--- src/bp_macros.svh ---
`ifndef BP_MACROS_SVH
`define BP_MACROS_SVH

// Fetch slots and resolve slots handled per cycle
`define FETCH_WIDTH 2

// Width of every table index and of the global history
`define HISTORY_BITS 8

`define TABLE_SIZE (1 << `HISTORY_BITS)

// Instructions are word aligned, so the index skips the two low PC bits
`define PC_INDEX_LSB 2

// Weakly not-taken
`define COUNTER_RESET 2'd1

`endif

--- src/bp_pkg.sv ---
`default_nettype none
`include "bp_macros.svh"

package bp_pkg;

    typedef logic [31:0] addr_t;
    typedef logic [`HISTORY_BITS-1:0] index_t;
    typedef logic [`HISTORY_BITS-1:0] history_t; // Newest outcome in bit 0
    typedef logic [1:0] counter_t; // Values 2 and 3 predict taken

    typedef enum logic [1:0] {
        bimodal_strong = 2'd0,
        bimodal_weak   = 2'd1,
        gshare_weak    = 2'd2,
        gshare_strong  = 2'd3
    } sel_state_t;

    typedef struct packed {
        logic  valid;
        logic  taken;
        addr_t pc;
    } resolve_t;

    typedef struct packed {
        logic taken;
        logic use_gshare;
    } prediction_t;

    function automatic index_t pc_index(input addr_t pc);
        return pc[`PC_INDEX_LSB +: `HISTORY_BITS];
    endfunction

    // One training step of a saturating direction counter
    function automatic counter_t counter_step(input counter_t value, input logic taken);
        counter_t result;
        result = value;
        if (taken && value != 2'd3) begin
            result = value + 2'd1;
        end else if (!taken && value != 2'd0) begin
            result = value - 2'd1;
        end
        return result;
    endfunction

endpackage

`default_nettype wire

--- src/predictor_selector.sv ---
`default_nettype none
`include "bp_macros.svh"

module predictor_selector (
    input  logic                               clock,
    input  logic                               reset,
    input  bp_pkg::addr_t  [`FETCH_WIDTH-1:0]  fetch_pc,
    input  bp_pkg::addr_t  [`FETCH_WIDTH-1:0]  resolve_pc,
    input  logic           [`FETCH_WIDTH-1:0]  enable,
    input  logic           [`FETCH_WIDTH-1:0]  bimodal_correct,
    input  logic           [`FETCH_WIDTH-1:0]  gshare_correct,
    output logic           [`FETCH_WIDTH-1:0]  use_gshare
);

    bp_pkg::sel_state_t [`TABLE_SIZE-1:0]  chooser_table;
    bp_pkg::index_t     [`FETCH_WIDTH-1:0] fetch_index;
    bp_pkg::index_t     [`FETCH_WIDTH-1:0] resolve_index;
    bp_pkg::sel_state_t [`FETCH_WIDTH-1:0] current_state;
    bp_pkg::sel_state_t [`FETCH_WIDTH-1:0] next_state;

    always_comb begin
        for (int i = 0; i < `FETCH_WIDTH; i++) begin
            fetch_index[i] = bp_pkg::pc_index(fetch_pc[i]);
            use_gshare[i] = chooser_table[fetch_index[i]][1]; // High half of the encoding is gshare
        end
    end

    // Only a disagreement in correctness moves the chooser
    always_comb begin
        for (int i = 0; i < `FETCH_WIDTH; i++) begin
            resolve_index[i] = bp_pkg::pc_index(resolve_pc[i]);
            current_state[i] = chooser_table[resolve_index[i]];
            next_state[i] = current_state[i];
            if (gshare_correct[i] && !bimodal_correct[i]) begin
                if (current_state[i] != bp_pkg::gshare_strong) begin
                    next_state[i] = bp_pkg::sel_state_t'(current_state[i] + 2'd1);
                end
            end else if (bimodal_correct[i] && !gshare_correct[i]) begin
                if (current_state[i] != bp_pkg::bimodal_strong) begin
                    next_state[i] = bp_pkg::sel_state_t'(current_state[i] - 2'd1);
                end
            end
        end
    end

    always_ff @(posedge clock or posedge reset) begin
        if (reset) begin
            for (int e = 0; e < `TABLE_SIZE; e++) begin
                chooser_table[e] <= bp_pkg::bimodal_weak;
            end
        end else begin
            for (int i = 0; i < `FETCH_WIDTH; i++) begin
                if (enable[i]) begin
                    chooser_table[resolve_index[i]] <= next_state[i]; // Later slot wins
                end
            end
        end
    end

endmodule

`default_nettype wire

--- config.mk ---
export PLATFORM = sky130hd
export DESIGN_NAME = predictor_selector
export DESIGN_NICKNAME = d
export VERILOG_FILES = /design/src/bp_pkg.sv /design/src/predictor_selector.sv
export VERILOG_INCLUDE_DIRS = /design/src
export SDC_FILE = /design/constraint.sdc
export NUM_CORES = 2
export LEC_CHECK = 0
export ABC_CLOCK_PERIOD_IN_PS = 29700
export BUFFER_PORTS_ARGS = -buffer_cell sky130_fd_sc_hd__buf_4
export CORE_MARGIN = 2
export CORE_UTILIZATION = 45
export DETAILED_ROUTE_END_ITERATION = 8
export PLACE_DENSITY = 0.67
export SETUP_SLACK_MARGIN = 0.2
export SLEW_MARGIN = 30
export SYNTH_ARGS = -nofsm -noshare
export SYNTH_HDL_FRONTEND = slang
export SYNTH_SLANG_ARGS = --single-unit
--- constraint.sdc ---
create_clock -name clock -period 29.7 [get_ports clock]
set_input_delay 2.97 -clock clock [delete_from_list [all_inputs] [get_ports clock]]
set_output_delay 2.97 -clock clock [all_outputs]
set_load 0.005 [all_outputs]
==> impl_metrics.toml <==
[power]
max-vdd-ir-drop_mv = 0.0533
switching_share_pct = 32.3
seq_power_share_pct = 39.9
switchingPower_mw = 0.721
p_comb_share_pct = 24.1
intPower_mw = 1.51
p_leak_nw = 17.0
power_density_nw_per_um2 = 51.3
clock_power_share_pct = 36.0

[clocking]
cts_buffers = 61
clockBufferDepth = 3
post_cts.repair.setup_buffers = 0
cts-root-buf = "clkbuf_16"
clock_latency_ns = 0.67
htreeDepth = 2
cts.sinks = 512
cts_tree = "built"
hold_buffers = 0
cts_resized = 0
clk_pin_slew_ns = 0.06

[setup_path]
cp.arrival_ns = 6.76
critPathTopFamily = "multiplexers"
critical_path_required_ns = 26.73
cpMostUsedCell = "mux4_2"
crit_type = "input pin to output port"
endpoint_kind = "output port"
worstPathCellList = "buf_4, buf_4, buf_12, mux4_2, mux4_2, mux4_2, mux4_2, buf_4"
crit_path_max_fanout = 26
critPathSlowestCell = "mux4_2"
slowest_delay_ns = 0.60
cp_num_buf_inv = 4
worstSetupStartpointType = "input pin"

[grt]
antenna_found_initial = 10
gr-total-overflow = 0
grt_pass1_vias = 32805
grt_max_degree = 180
grt_pass1_wl_mm = 231
track_usage_pct = 34.7

[final_layout]
multi_input_area_um2 = 25500
nNetsFinal = 3557
seqCellArea_um2 = 13100
syn2layout_area_growth_pct = 8.57
nFillCells = 7677
drive_above_1_share_pct = 41.4
final_cells = 4642
final_core_util_pct = 49.3
top_register = "chooser_table"
largest_register_ffs = 512
reg_top3 = "chooser_table (512)"

[route]
drt_pass1_iterations = 8
viasPerCell = 7.42
detail-route-antenna-nets = 0
drt_iter0_drc = 5130
wl_per_cell_um = 34.2
drt-total-wl_mm = 159
vias = 34458
drcViolationCount = 0

[die]
io_pins = 138
start_util_pct = 45.4
num_rows = 109
die_area_um2 = 91400
design.core.area_um2 = 88200
die_h_um = 302
die_x_um = 302

[run_status]
status = "complete, no violations"

[timing]
rsz0062_at_grt = "false"
period_needed_ns = 9.73
tightestPinTransition_ns = 1.12
finalSetupViolations = 0
final.period_utilization_pct = 32.8
clock.fmax_mhz = 103
drv_slew = 0
slew-limit-headroom_pct = 25.5
final-hold-violation-count = 0
final.setup_skew_ns = 0.0318
holdWs_ns = 0.582
final.setup.tns_ns = 0

[logic_synthesis]
postSynthCellCount = 3585
synth_seq_area_share_pct = 32.8
netlist_top_cells_count = "mux4_2 (416), nand2_1 (413), mux2_2 (372), dfrtp_1 (256), dfstp_2 (256)"
yosys_warnings = 0
ys_types = 62
async_reset_ff_share_pct = 100
synthFlopType = "dfstp_2"
ys_ff_latch = 512
syn_area_per_cell_um2 = 11.2
synth_top_area_share_pct = 23.4
synth.most_common_cell = "mux4_2"
synth_edf_count = 0
yosysTopAreaCell = "mux4_2"
syn_area_um2 = 40100
synthTopCellsByArea = "mux4_2 (23%), dfstp_2 (17%), dfrtp_1 (16%)"
synth_nets = 3721

[placed_design]
dpl.cell_count = 4519
dp_hpwl_mm = 101
place_congestion = 1.10
numPortBuffers = 41

[flow_run]
max_cap_violations = 0

[hold_path]
hp-class = "flop to flop"
==> routing by layer <==
metal	vias up	wire, um	part of all wire [%]	track usage [%]
met5	-	51	0.032	0.155
met4	10	10700	6.8	17.7
met3	666	25700	16	14.2
met2	2859	66600	42	49.3
met1	17324	55700	35	45.4
li1	13599	-	-	-
==> cell type report <==
| class | count | share of cell area [%] |
|---|---|---|
| sequential | 512 | 30.2 |
| inverter | 8 | 0.0863 |
| antenna | 3 | 0.0173 |
| clock buffer | 96 | 4.26 |
| tap | 1165 | 3.35 |
| clock inverter | 20 | 0.555 |
| timing repair buffer | 137 | 2.83 |
| multi-input combinational | 2701 | 58.7 |
==> tightest hold or removal path, stage by stage (launching register included) <==
cell     delay [ns]
dfstp_2        0.37
mux2i_1        0.12
mux2i_1        0.09
==> cells by family (layout without fill, tap and decap cells) <==
kind of cell           Yosys count  after routing  synth area share, %
and+or+nand+nor               1037           1037                 11.2
muxes                         1006           1006                 39.3
AOI/OAI and AO/OA              658            658                 12.5
DFF                            512            512                 32.8
buffers and inverters          372            261                 4.21
other                            0              3                    0
==> layout by cell type, fill, tap and decap left out, types with 6 or more instances in the layout <==
cell,synthesis,layout
a31oi_1,7,7
a211oi_1,8,8
a22oi_1,58,58
a22o_1,9,9
o2111ai_1,8,8
mux2i_1,218,218
mux2_2,372,372
clkbuf_8,0,17
and3_1,6,6
a221oi_1,6,6
o21ai_0,184,184
dfrtp_1,256,256
nor3_1,190,183
nor2_4,0,6
nor3_2,0,6
nand2b_1,14,14
dfstp_2,256,256
mux4_2,416,416
and2_1,7,7
a21boi_0,69,69
nand2_1,413,410
buf_4,11,119
o22ai_1,85,85
nor2_2,0,13
o211ai_1,10,10
clkinv_2,0,10
buf_12,0,7
a21oi_1,15,14
a2bb2oi_1,75,75
nor2_1,249,230
clkbuf_16,0,63
nor2b_1,16,14
clkbuf_1,232,18
nand3_1,109,104
o22ai_2,100,100
==> metrics by stage <==
step	power (mW)	setup slack (ns)	area (um2)
floorplan	1.24	12.85	40100
global placement	1.39	19.38	41200
detailed placement	1.41	19.26	41300
CTS	2.20	19.86	43400
global route	2.28	19.86	43500
finish	2.23	19.97	43500
==> final timing paths <==
kind / slack [ns] / to / depth (start not counted) / startpoint
max: 19.97 / use_gshare[0] / 8 / fetch_pc[2]
min: 0.58 / chooser_table[446]$_DFF_PP1_ / 2 / chooser_table[446]$_DFF_PP1_
max reg2reg: 23.54 / chooser_table[346]$_DFF_PP1_ / 12 / chooser_table[406]$_DFF_PP1_
min reg2reg: 0.58 / chooser_table[446]$_DFF_PP1_ / 2 / chooser_table[446]$_DFF_PP1_
max in group asynchronous: 24.56 / chooser_table[267]$_DFF_PP0_ / 6 / reset
min in group asynchronous: 2.40 / chooser_table[179]$_DFF_PP0_ / 2 / reset
==> power by group through the flow <==
stage               Sequential [mW]  Combinational (mW)  Clock [mW]
floorplan                     0.862               0.375           0
global placement              0.891               0.504           0
detailed placement            0.895               0.515           0
CTS                           0.885               0.517       0.801
global route                  0.899               0.556       0.830
finish                        0.889               0.538       0.803
Note: power is estimated with default switching activity, not from simulation.
