### src/bp_macros.svh
`ifndef BP_MACROS_SVH
`define BP_MACROS_SVH

// Fetch slots and resolve slots handled per cycle
`define FETCH_WIDTH 2

// Width of every table index and of the global history
`define HISTORY_BITS 8

`define TABLE_SIZE (1 << `HISTORY_BITS)

// Instructions are word aligned, so the index skips the two low PC bits
`define PC_INDEX_LSB 2

// Weakly not-taken
`define COUNTER_RESET 2'd1

`endif

### src/bp_pkg.sv
`default_nettype none
`include "bp_macros.svh"

package bp_pkg;

    typedef logic [31:0] addr_t;
    typedef logic [`HISTORY_BITS-1:0] index_t;
    typedef logic [`HISTORY_BITS-1:0] history_t; // Newest outcome in bit 0
    typedef logic [1:0] counter_t; // Values 2 and 3 predict taken

    typedef enum logic [1:0] {
        bimodal_strong = 2'd0,
        bimodal_weak   = 2'd1,
        gshare_weak    = 2'd2,
        gshare_strong  = 2'd3
    } sel_state_t;

    typedef struct packed {
        logic  valid;
        logic  taken;
        addr_t pc;
    } resolve_t;

    typedef struct packed {
        logic taken;
        logic use_gshare;
    } prediction_t;

    function automatic index_t pc_index(input addr_t pc);
        return pc[`PC_INDEX_LSB +: `HISTORY_BITS];
    endfunction

    // One training step of a saturating direction counter
    function automatic counter_t counter_step(input counter_t value, input logic taken);
        counter_t result;
        result = value;
        if (taken && value != 2'd3) begin
            result = value + 2'd1;
        end else if (!taken && value != 2'd0) begin
            result = value - 2'd1;
        end
        return result;
    endfunction

endpackage

`default_nettype wire

### src/gshare_predictor.sv
`default_nettype none
`include "bp_macros.svh"

module gshare_predictor (
    input  logic                                 clock,
    input  logic                                 reset,
    input  bp_pkg::addr_t    [`FETCH_WIDTH-1:0]  fetch_pc,
    input  bp_pkg::resolve_t [`FETCH_WIDTH-1:0]  resolve,
    output logic             [`FETCH_WIDTH-1:0]  taken,
    output logic             [`FETCH_WIDTH-1:0]  correct
);

    bp_pkg::counter_t [`TABLE_SIZE-1:0]  counter_table;
    bp_pkg::history_t                    history;
    bp_pkg::history_t                    history_next;
    bp_pkg::index_t   [`FETCH_WIDTH-1:0] fetch_index;
    bp_pkg::index_t   [`FETCH_WIDTH-1:0] resolve_index;
    bp_pkg::counter_t [`FETCH_WIDTH-1:0] next_counter;

    // Fetch lookups hash with the committed history
    always_comb begin
        for (int i = 0; i < `FETCH_WIDTH; i++) begin
            fetch_index[i] = bp_pkg::pc_index(fetch_pc[i]) ^ history;
            taken[i] = counter_table[fetch_index[i]][1];
        end
    end

    // Every resolve slot uses the history from before this edge
    always_comb begin
        for (int i = 0; i < `FETCH_WIDTH; i++) begin
            resolve_index[i] = bp_pkg::pc_index(resolve[i].pc) ^ history;
            correct[i] = (counter_table[resolve_index[i]][1] == resolve[i].taken);
            next_counter[i] = bp_pkg::counter_step(counter_table[resolve_index[i]],
                                                   resolve[i].taken);
        end
    end

    // Valid outcomes shift in slot order, so the last valid slot lands in bit 0
    always_comb begin
        history_next = history;
        for (int i = 0; i < `FETCH_WIDTH; i++) begin
            if (resolve[i].valid) begin
                history_next = {history_next[`HISTORY_BITS-2:0], resolve[i].taken};
            end
        end
    end

    always_ff @(posedge clock or posedge reset) begin
        if (reset) begin
            history <= '0;
        end else begin
            history <= history_next;
        end
    end

    always_ff @(posedge clock or posedge reset) begin
        if (reset) begin
            for (int e = 0; e < `TABLE_SIZE; e++) begin
                counter_table[e] <= `COUNTER_RESET;
            end
        end else begin
            for (int i = 0; i < `FETCH_WIDTH; i++) begin
                if (resolve[i].valid) begin
                    counter_table[resolve_index[i]] <= next_counter[i]; // Later slot wins
                end
            end
        end
    end

endmodule

`default_nettype wire

### config.mk
export PLATFORM = sky130hd
export DESIGN_NAME = gshare_predictor
export DESIGN_NICKNAME = d
export VERILOG_FILES = /design/src/bp_pkg.sv /design/src/gshare_predictor.sv
export VERILOG_INCLUDE_DIRS = /design/src
export SDC_FILE = /design/constraint.sdc
export NUM_CORES = 2
export LEC_CHECK = 0
export BUFFER_PORTS_ARGS = -buffer_cell sky130_fd_sc_hd__buf_2
export CAP_MARGIN = 0
export CORE_UTILIZATION = 52
export CTS_CLUSTER_DIAMETER = 50
export CTS_CLUSTER_SIZE = 10
export DETAILED_ROUTE_END_ITERATION = 6
export PLACE_DENSITY = 0.77
export SETUP_SLACK_MARGIN = 0.02
export SYNTH_ARGS = -nofsm -noshare
export SYNTH_HDL_FRONTEND = slang
export SYNTH_SLANG_ARGS = --single-unit
### constraint.sdc
create_clock -name clock -period 45.5 [get_ports clock]
set_input_delay 2.275 -clock clock [delete_from_list [all_inputs] [get_ports clock]]
set_output_delay 2.275 -clock clock [all_outputs]
set_load 0.01 [all_outputs]
==> impl_metrics.env <==
export IMPL_status="complete, no violations"
export IMPL_viasPerCell=7.76
export IMPL_hold_buffers=0
export IMPL_rsz0062_at_grt="no"
export IMPL_antenna_found_initial=14
export IMPL_num_rows=102
export IMPL_place_congestion=1.05
export IMPL_detail_route_antenna_nets=0
export IMPL_tightest_slew_ns=1.38
export IMPL_grt_usage_pct=41.1
export IMPL_path_clk_slew_ns=0.06
export IMPL_critPathKind="in2reg"
export IMPL_cpMostUsedCell="buf_4"
export IMPL_ios=138
export IMPL_timing_setup_tns_ns=0
export IMPL_placedCellCount=4708
export IMPL_vias=37647
export IMPL_utilization_pct=57.9
export IMPL_numCtsBuffers=75
export IMPL_endpoint_kind="flop"
export IMPL_cts_resized=0
export IMPL_cts_buffer_depth=3
export IMPL_clock_skew_ns=0.0330
export IMPL_die_area_um2=80600
export IMPL_cts_root_buf="clkbuf_16"
export IMPL_crit_path_start_kind="input port"
export IMPL_area_growth_pct=9.24
export IMPL_fin_crit_sh_pct=21.5
export IMPL_async_reset_ff_share_pct=100
export IMPL_core_um2=78000
export IMPL_ys_seq_area_share_pct=32.3
export IMPL_hold_path_class="reg2reg"
export IMPL_period_needed_ns=9.78
export IMPL_worstPathCellList="buf_2, xor2_4, buf_4, nor2_1, a22oi_1, o211ai_1, a2111o_1, nor4_1, and3_1, inv_1, ha_1, and2_1, nor2_1, or3_4, buf_4, buf_4, a31oi_1, mux2i_1"
export IMPL_clk_latency_ns=0.68
export IMPL_routedWlPerCell_um=34.7
export IMPL_post_cts_buffers=0
export IMPL_syn_inst=3863
export IMPL_max_stage_delay_ns=0.96
export IMPL_synth_cell_types=61
export IMPL_layout_commonest_cell="mux2i_1"
export IMPL_syn_nets=4001
export IMPL_numPortBuffers=41
export IMPL_drt_pass1_iterations=7
export IMPL_grt_pass1_wl_mm=246
export IMPL_synth_main_ff_cell="dfrtp_1"
export IMPL_postSynthAreaPerCell_um2=10.7
export IMPL_fin_nets=3883
export IMPL_fmax_ghz=0.102
export IMPL_hpwl_mm=99.4
export IMPL_fp_dieH_um=284
export IMPL_worstPathArrival_ns=10.36
export IMPL_p_leak_nw=19.9
export IMPL_cp_max_fo=79
export IMPL_yosys_warnings=0
export IMPL_grt_pass1_vias=36873
export IMPL_synth_edf_count=0
export IMPL_final_cells=4852
export IMPL_power_density_nw_per_um2=73.4
export IMPL_netlist_area_um2=41300
export IMPL_dieWidth_um=284
export IMPL_drt_initial_drc_count=6472
export IMPL_grt_max_degree=191
export IMPL_cp_slowest_cell="buf_4"
export IMPL_cts_tree="done"
export IMPL_ir_drop_v=0.000126
export IMPL_report_final_slew_viol_count=0
export IMPL_ctsHtreeMaxLevel=3
export IMPL_grt_overflow_total=0
export IMPL_worst_ep_required_time_ns=46.08
export IMPL_ys_ff_latch=520
export IMPL_drt_total_wl_mm=168
export IMPL_slew_headroom_pct=7.06
export IMPL_layout_drive_gt1_share_pct=27.2
export IMPL_maxCapViolCount=0
export IMPL_setup_violations=0
export IMPL_drc=0
export IMPL_final_cell_mix="561 x mux2i_1, 517 x a31oi_1, 516 x nor2b_1, 436 x mux4_2, 351 x nand2_1"
export IMPL_hold_violations=0
export IMPL_cts_num_sinks=520
export IMPL_start_util_pct=53.0
critical path: cells and delay by family:
kind	cells	cell delay, ns
and+or+nand+nor	6	2.83
muxes	1	0.23
xor gates and xnor gates	1	0.44
buffers and inverters	5	2.85
adders and majority gates	1	0.22
AOI/OAI and AO/OA	4	1.31
path summary, 6_finish.rpt:
kind / startpoint / to / slack (ns) / cells after the start
worst max-delay path: resolve[4] / counter_table[158]$_DFF_PP1_ / 35.72 / 18
worst min-delay path: counter_table[186]$_DFF_PP1_ / counter_table[186]$_DFF_PP1_ / 0.71 / 3
worst max register to register: history[1]$_DFF_PP0_ / counter_table[325]$_DFF_PP0_ / 36.74 / 17
worst min register to register: counter_table[186]$_DFF_PP1_ / counter_table[186]$_DFF_PP1_ / 0.71 / 3
max in group asynchronous: reset / counter_table[495]$_DFF_PP0_ / 41.43 / 4
min in group asynchronous: reset / counter_table[13]$_DFF_PP0_ / 1.74 / 2
layer usage:
| metal | vias to the layer above | share of wire, % | global-route usage [%] |
|---|---|---|---|
| met2 | 3758 | 39 | 54.4 |
| li1 | 14502 | - | - |
| met4 | 31 | 10 | 30.6 |
| met3 | 1188 | 19 | 23.6 |
| met5 | - | 0.32 | 3.75 |
| met1 | 18168 | 32 | 48.6 |
state kept, by name, indices dropped and copies added (netlist names):
signal / flops
history: 8
counter_table: 512
power by group:
group | switching (W) | leakage (nW) | internal, W | total (W)
logic | 0.00117 | 12.5 | 0.000647 | 0.00181
registers | 0.000216 | 6.26 | 0.000689 | 0.000905
clock network | 0.000243 | 1.18 | 0.000351 | 0.000594
total | 0.00163 | 19.9 | 0.00169 | 0.00331
cell type report:
cell class / instances / area, um2
clock inverters: 27 / 300
fillers: 6240 / 32800
multi-input cells: 2984 / 26900
inverters: 6 / 30.0
clock buffers: 111 / 2140
diodes: 6 / 15.0
well taps: 1040 / 1300
flip-flops and latches: 520 / 13300
repair buffers: 158 / 1110
synthesized netlist by cell type (8+ instances only):
cell      count  area share, %
o22ai_1      15           0.23
nand2_1     358            3.3
a31oi_1     517            7.8
buf_1        13           0.12
nor2b_1     516            7.8
dfstp_2     256             16
mux4_2      436             24
a32oi_1       8           0.17
clkbuf_1    210            1.9
mux2i_1     561             14
buf_4        20           0.36
xor2_1       30           0.64
a22oi_1      22           0.40
buf_2       109            1.3
nor4_1       11           0.17
xnor2_1      19           0.40
nor2_1      327            3.0
a21oi_1       8          0.097
nor3_1       34           0.41
nand3_1      27           0.33
nand4_1      22           0.33
dfrtp_1     264             16
kinds of logic after synthesis:
group / Yosys count / synth area share, %
adder cells (fa/ha/maj): 4 / 0.121
flip-flops: 520 / 32.3
AND/OR/NAND/NOR: 1310 / 15.5
buffers and inverters: 359 / 3.79
multiplexers: 1002 / 37.5
XOR/XNOR: 52 / 1.18
AO/OA/AOI/OAI: 616 / 9.61
per-stage QoR:
step	worst slack, ns	hold slack (ns)	total power (W)	instance area, um2
after floorplan	29.12	0.646	0.00203	41300
after global placement	35.64	0.682	0.00255	42700
after detailed placement	35.51	0.695	0.00259	42700
after CTS	36.15	0.703	0.00319	45100
after global routing	35.71	0.719	0.00337	45100
final	35.72	0.707	0.00331	45100
Power figures use the tool's default switching activity.
