$ cat config.mk
export PLATFORM = sky130hd
export DESIGN_NAME = bimodal_predictor
export DESIGN_NICKNAME = d
export VERILOG_FILES = /design/src/bp_pkg.sv /design/src/bimodal_predictor.sv
export VERILOG_INCLUDE_DIRS = /design/src
export SDC_FILE = /design/constraint.sdc
export NUM_CORES = 2
export LEC_CHECK = 0
export BUFFER_PORTS_ARGS = -buffer_cell sky130_fd_sc_hd__buf_4
export CAP_MARGIN = 20
export CORE_ASPECT_RATIO = 0.75
export CORE_MARGIN = 2
export CORE_UTILIZATION = 45
export DETAILED_ROUTE_END_ITERATION = 10
export PLACE_DENSITY_LB_ADDON = 0.1
export RECOVER_POWER = 25
export REMOVE_ABC_BUFFERS = 1
export SLEW_MARGIN = 25
export SYNTH_ARGS = -nofsm -noshare
export SYNTH_HDL_FRONTEND = slang
export SYNTH_SLANG_ARGS = --single-unit
$ cat constraint.sdc
create_clock -name clock -period 32.6 [get_ports clock]
set_input_delay 1.63 -clock clock [delete_from_list [all_inputs] [get_ports clock]]
set_output_delay 1.63 -clock clock [all_outputs]
set_load 0.05 [all_outputs]
$ cat src/bp_macros.svh
`ifndef BP_MACROS_SVH
`define BP_MACROS_SVH

// Fetch slots and resolve slots handled per cycle
`define FETCH_WIDTH 2

// Width of every table index and of the global history
`define HISTORY_BITS 8

`define TABLE_SIZE (1 << `HISTORY_BITS)

// Instructions are word aligned, so the index skips the two low PC bits
`define PC_INDEX_LSB 2

// Weakly not-taken
`define COUNTER_RESET 2'd1

`endif

$ cat src/bp_pkg.sv
`default_nettype none
`include "bp_macros.svh"

package bp_pkg;

    typedef logic [31:0] addr_t;
    typedef logic [`HISTORY_BITS-1:0] index_t;
    typedef logic [`HISTORY_BITS-1:0] history_t; // Newest outcome in bit 0
    typedef logic [1:0] counter_t; // Values 2 and 3 predict taken

    typedef enum logic [1:0] {
        bimodal_strong = 2'd0,
        bimodal_weak   = 2'd1,
        gshare_weak    = 2'd2,
        gshare_strong  = 2'd3
    } sel_state_t;

    typedef struct packed {
        logic  valid;
        logic  taken;
        addr_t pc;
    } resolve_t;

    typedef struct packed {
        logic taken;
        logic use_gshare;
    } prediction_t;

    function automatic index_t pc_index(input addr_t pc);
        return pc[`PC_INDEX_LSB +: `HISTORY_BITS];
    endfunction

    // One training step of a saturating direction counter
    function automatic counter_t counter_step(input counter_t value, input logic taken);
        counter_t result;
        result = value;
        if (taken && value != 2'd3) begin
            result = value + 2'd1;
        end else if (!taken && value != 2'd0) begin
            result = value - 2'd1;
        end
        return result;
    endfunction

endpackage

`default_nettype wire

$ cat src/bimodal_predictor.sv
`default_nettype none
`include "bp_macros.svh"

module bimodal_predictor (
    input  logic                                 clock,
    input  logic                                 reset,
    input  bp_pkg::addr_t    [`FETCH_WIDTH-1:0]  fetch_pc,
    input  bp_pkg::resolve_t [`FETCH_WIDTH-1:0]  resolve,
    output logic             [`FETCH_WIDTH-1:0]  taken,
    output logic             [`FETCH_WIDTH-1:0]  correct
);

    bp_pkg::counter_t [`TABLE_SIZE-1:0]  counter_table;
    bp_pkg::index_t   [`FETCH_WIDTH-1:0] fetch_index;
    bp_pkg::index_t   [`FETCH_WIDTH-1:0] resolve_index;
    bp_pkg::counter_t [`FETCH_WIDTH-1:0] next_counter;

    // Fetch read port
    always_comb begin
        for (int i = 0; i < `FETCH_WIDTH; i++) begin
            fetch_index[i] = bp_pkg::pc_index(fetch_pc[i]);
            taken[i] = counter_table[fetch_index[i]][1];
        end
    end

    always_comb begin
        for (int i = 0; i < `FETCH_WIDTH; i++) begin
            resolve_index[i] = bp_pkg::pc_index(resolve[i].pc);
            correct[i] = (counter_table[resolve_index[i]][1] == resolve[i].taken);
            // Both slots step from the old entry
            next_counter[i] = bp_pkg::counter_step(counter_table[resolve_index[i]],
                                                   resolve[i].taken);
        end
    end

    always_ff @(posedge clock or posedge reset) begin
        if (reset) begin
            for (int e = 0; e < `TABLE_SIZE; e++) begin
                counter_table[e] <= `COUNTER_RESET;
            end
        end else begin
            for (int i = 0; i < `FETCH_WIDTH; i++) begin
                if (resolve[i].valid) begin
                    counter_table[resolve_index[i]] <= next_counter[i]; // Later slot wins
                end
            end
        end
    end

endmodule

`default_nettype wire

==> results.json <==
{
  "hold_viol": 0,
  "antenna_found_initial": 12,
  "synth_edf_count": 0,
  "synth-warning-count": 0,
  "rsz0062_at_grt": "no",
  "status": "complete, but fails checks",
  "start_kind": "input port",
  "hold_class": "reg2reg",
  "gp_congestion": 0.983,
  "rows": 93,
  "ys_seq_area_share_pct": 33.4,
  "synth.distinct_cells": 52,
  "numCtsBuffers": 59,
  "synth_cells": 3897,
  "clkSinkCount": 512,
  "path_class": "in2reg",
  "dieArea_um2": 89700,
  "skew_ps": 23.4,
  "worstMarginPinSlew_ps": 4670,
  "portBuffers": 41,
  "async_reset_ff_share_pct": 100,
  "fmax_mhz": 117,
  "grt.overflow.total": 0,
  "largest_reg_flops": 512,
  "worstSetupEndpointType": "register",
  "synth-seq-cells": 512,
  "ctsResizeCount": 0,
  "ctsHoldBuffers": 0,
  "initial_core_util_pct": 45.6,
  "htreeDepth": 2,
  "ant_nets": 0,
  "die_h_um": 260,
  "ioPinCount": 138,
  "grt_pass1_wl_mm": 247,
  "vdd_drop_max_mv": 0.0747,
  "grt_use_total_pct": 38.0,
  "dr.first_iter.drc_count": 5193,
  "drive_above_1_share_pct": 27.8,
  "drt_wl_total_mm": 172,
  "fillers": 7874,
  "vias": 35400,
  "cts.clk_slew.worst_paths_ps": 60,
  "hpwl_mm": 109,
  "clock_path_buffers": 3,
  "vias_per_cell": 7.25,
  "drcViolationCount": 0,
  "multi_input_area_um2": 24700,
  "regMostFlops": "counter_table",
  "max_cap_violations": 5,
  "grt_start_max_net_pins": 150,
  "setup_violations": 0,
  "total_leakage_power_nw": 17.1,
  "top_regs": "counter_table (512)",
  "avgSynthCellArea_um2": 10.1,
  "grt_pass1_vias": 32500,
  "postCtsSetupBuffers": 0,
  "final_util_pct": 49.4,
  "drv_slew": 332,
  "die_w_um": 345,
  "areaGrowthSynthToFinish_pct": 8.27,
  "layout_worst_path_cycle_share_pct": 26.3,
  "required_ps": 33190,
  "tritoncts": "yes",
  "firstDrtPassIters": 6,
  "powerDensity_nw_per_um2": 52.5,
  "min_period_ps": 8580,
  "coreArea_um2": 86100,
  "maxSlewHeadroom_pct": -211,
  "cp.arrival_ps": 9170,
  "root_buffer": "clkbuf_16",
  "fin_nets": 3835,
  "violations": "capacitance limit, slew limit",
  "insertion_delay_ps": 680,
  "fin_setup_tns_ps": 0,
  "post-route-worst-setup-slack_ps": 24020,
  "register_area_um2": 13100,
  "wl_per_cell_um": 35.2,
  "worst-path-max-fanout": 76,
  "syn_area_um2": 39300,
  "synthFlopType": "dfstp_2",
  "place_ws_ps": 23640
}
critical path, cell delays in order:
cell and delay, ps:
buf_6 620, buf_4 750, mux4_2 450, mux4_2 530
mux2i_1 440, o22ai_1 280, a2111oi_4 860, inv_1 100
ha_1 250, mux2i_1 240, xnor2_2 140, buf_4 620
buf_4 800, buf_4 870, nor3_1 140, a21oi_1 180
path summary, 6_finish.rpt:
check / slack (ps) / cells past startpoint / to / start
max: 24020 / 16 / counter_table[396] / resolve[37]
max reg2reg: 26030 / 14 / counter_table[396] / counter_table[94]
min reg2reg: 520 / 2 / counter_table[84] / counter_table[84]
min: 520 / 2 / counter_table[84] / counter_table[84]
min in group asynchronous: 2300 / 2 / counter_table[205] / reset
max in group asynchronous: 25370 / 3 / counter_table[19] / reset
layer usage:
metal  global-route usage [%]  wire length, um
met1                     52.8            67900
met2                     52.7            70300
met3                     13.8            24400
met4                     17.9             9660
met5                    0.785              158
Yosys cell counts (3+ instances only):
| cell | instances | share of area, % |
|---|---|---|
| o211ai_1 | 6 | 0.11 |
| and2_1 | 8 | 0.13 |
| inv_1 | 11 | 0.11 |
| dfrtp_1 | 256 | 16 |
| nand3_1 | 323 | 4.1 |
| mux4_2 | 453 | 26 |
| buf_6 | 3 | 0.086 |
| nor2_1 | 322 | 3.1 |
| nor3_1 | 166 | 2.1 |
| nor2b_1 | 21 | 0.33 |
| buf_2 | 86 | 1.1 |
| a22oi_1 | 163 | 3.1 |
| clkbuf_1 | 248 | 2.4 |
| ha_1 | 4 | 0.13 |
| a21oi_1 | 516 | 6.6 |
| nand2b_1 | 16 | 0.25 |
| a221oi_1 | 5 | 0.11 |
| buf_4 | 28 | 0.54 |
| a211oi_1 | 3 | 0.057 |
| o22ai_1 | 11 | 0.18 |
| nand2_1 | 439 | 4.2 |
| nand4_1 | 5 | 0.080 |
| buf_1 | 41 | 0.39 |
| and3_1 | 3 | 0.048 |
| dfstp_2 | 256 | 17 |
| nor3b_1 | 8 | 0.15 |
| or2_2 | 3 | 0.048 |
| o21ai_0 | 53 | 0.68 |
| mux2_2 | 21 | 0.60 |
| a31oi_1 | 75 | 1.2 |
| mux2i_1 | 310 | 7.9 |
| a22o_1 | 5 | 0.11 |
cell families (layout without fill, tap and decap cells):
group / count (synthesis) / after routing / synth area share (%)
xor gates and xnor gates: 4 / 4 / 0.0892
other: 0 / 6 / 0
DFF: 512 / 512 / 33.4
AOI/OAI and AO/OA: 854 / 854 / 12.6
buffers and inverters: 417 / 266 / 4.59
adders and majority gates: 4 / 4 / 0.127
muxes: 784 / 784 / 34.5
and+or+nand+nor: 1322 / 1322 / 14.7
area by class of cell:
class | count | share of cell area, %
clock inverters | 29 | 0.836
well taps | 1140 | 3.36
inverters | 11 | 0.100
repair buffers | 145 | 2.66
flip-flops and latches | 512 | 30.9
clock buffers | 81 | 4.10
diodes | 6 | 0.0353
multi-input cells | 2968 | 58.0
per-stage QoR:
step	area, um^2	hold slack [ps]	cells	power (W)
after floorplan	37500	490	3491	0.00120
after global placement	40400	505	4776	0.00147
after detailed placement	40400	511	4776	0.00147
after CTS	42500	521	4886	0.00221
after global routing	42500	545	4886	0.00229
final	42500	520	4892	0.00223
where the power goes:
group	leakage, nW	internal [W]	switching (W)
clock network	1.04	0.000434	0.000311
logic	9.89	0.000239	0.000399
registers	6.13	0.000754	0.0000943
layout by cell type (no fill, tap or decap), types with 5 or more instances in the layout:
cell / synthesis / layout
nand2b_1: 16 / 16
o21ai_0: 53 / 53
and2_1: 8 / 8
a31oi_1: 75 / 74
nor2_4: 0 / 16
a21oi_1: 516 / 516
a22o_1: 5 / 5
nor3b_1: 8 / 7
dfrtp_1: 256 / 256
o22ai_1: 11 / 11
buf_4: 28 / 133
nor3_1: 166 / 149
clkbuf_8: 0 / 14
clkbuf_1: 248 / 11
dfstp_2: 256 / 256
clkbuf_16: 0 / 61
a221oi_1: 5 / 5
nor3_2: 0 / 17
mux2i_1: 310 / 310
inv_1: 11 / 10
a22oi_1: 163 / 163
diode_2: 0 / 6
nand2_1: 439 / 436
nor2_2: 0 / 14
nor2b_1: 21 / 19
mux4_2: 453 / 453
nand3_1: 323 / 322
nor2_1: 322 / 292
bufinv_16: 0 / 8
o211ai_1: 6 / 6
mux2_2: 21 / 21
nand4_1: 5 / 5
clkinv_2: 0 / 17
Note: power is estimated with default switching activity, not from simulation.
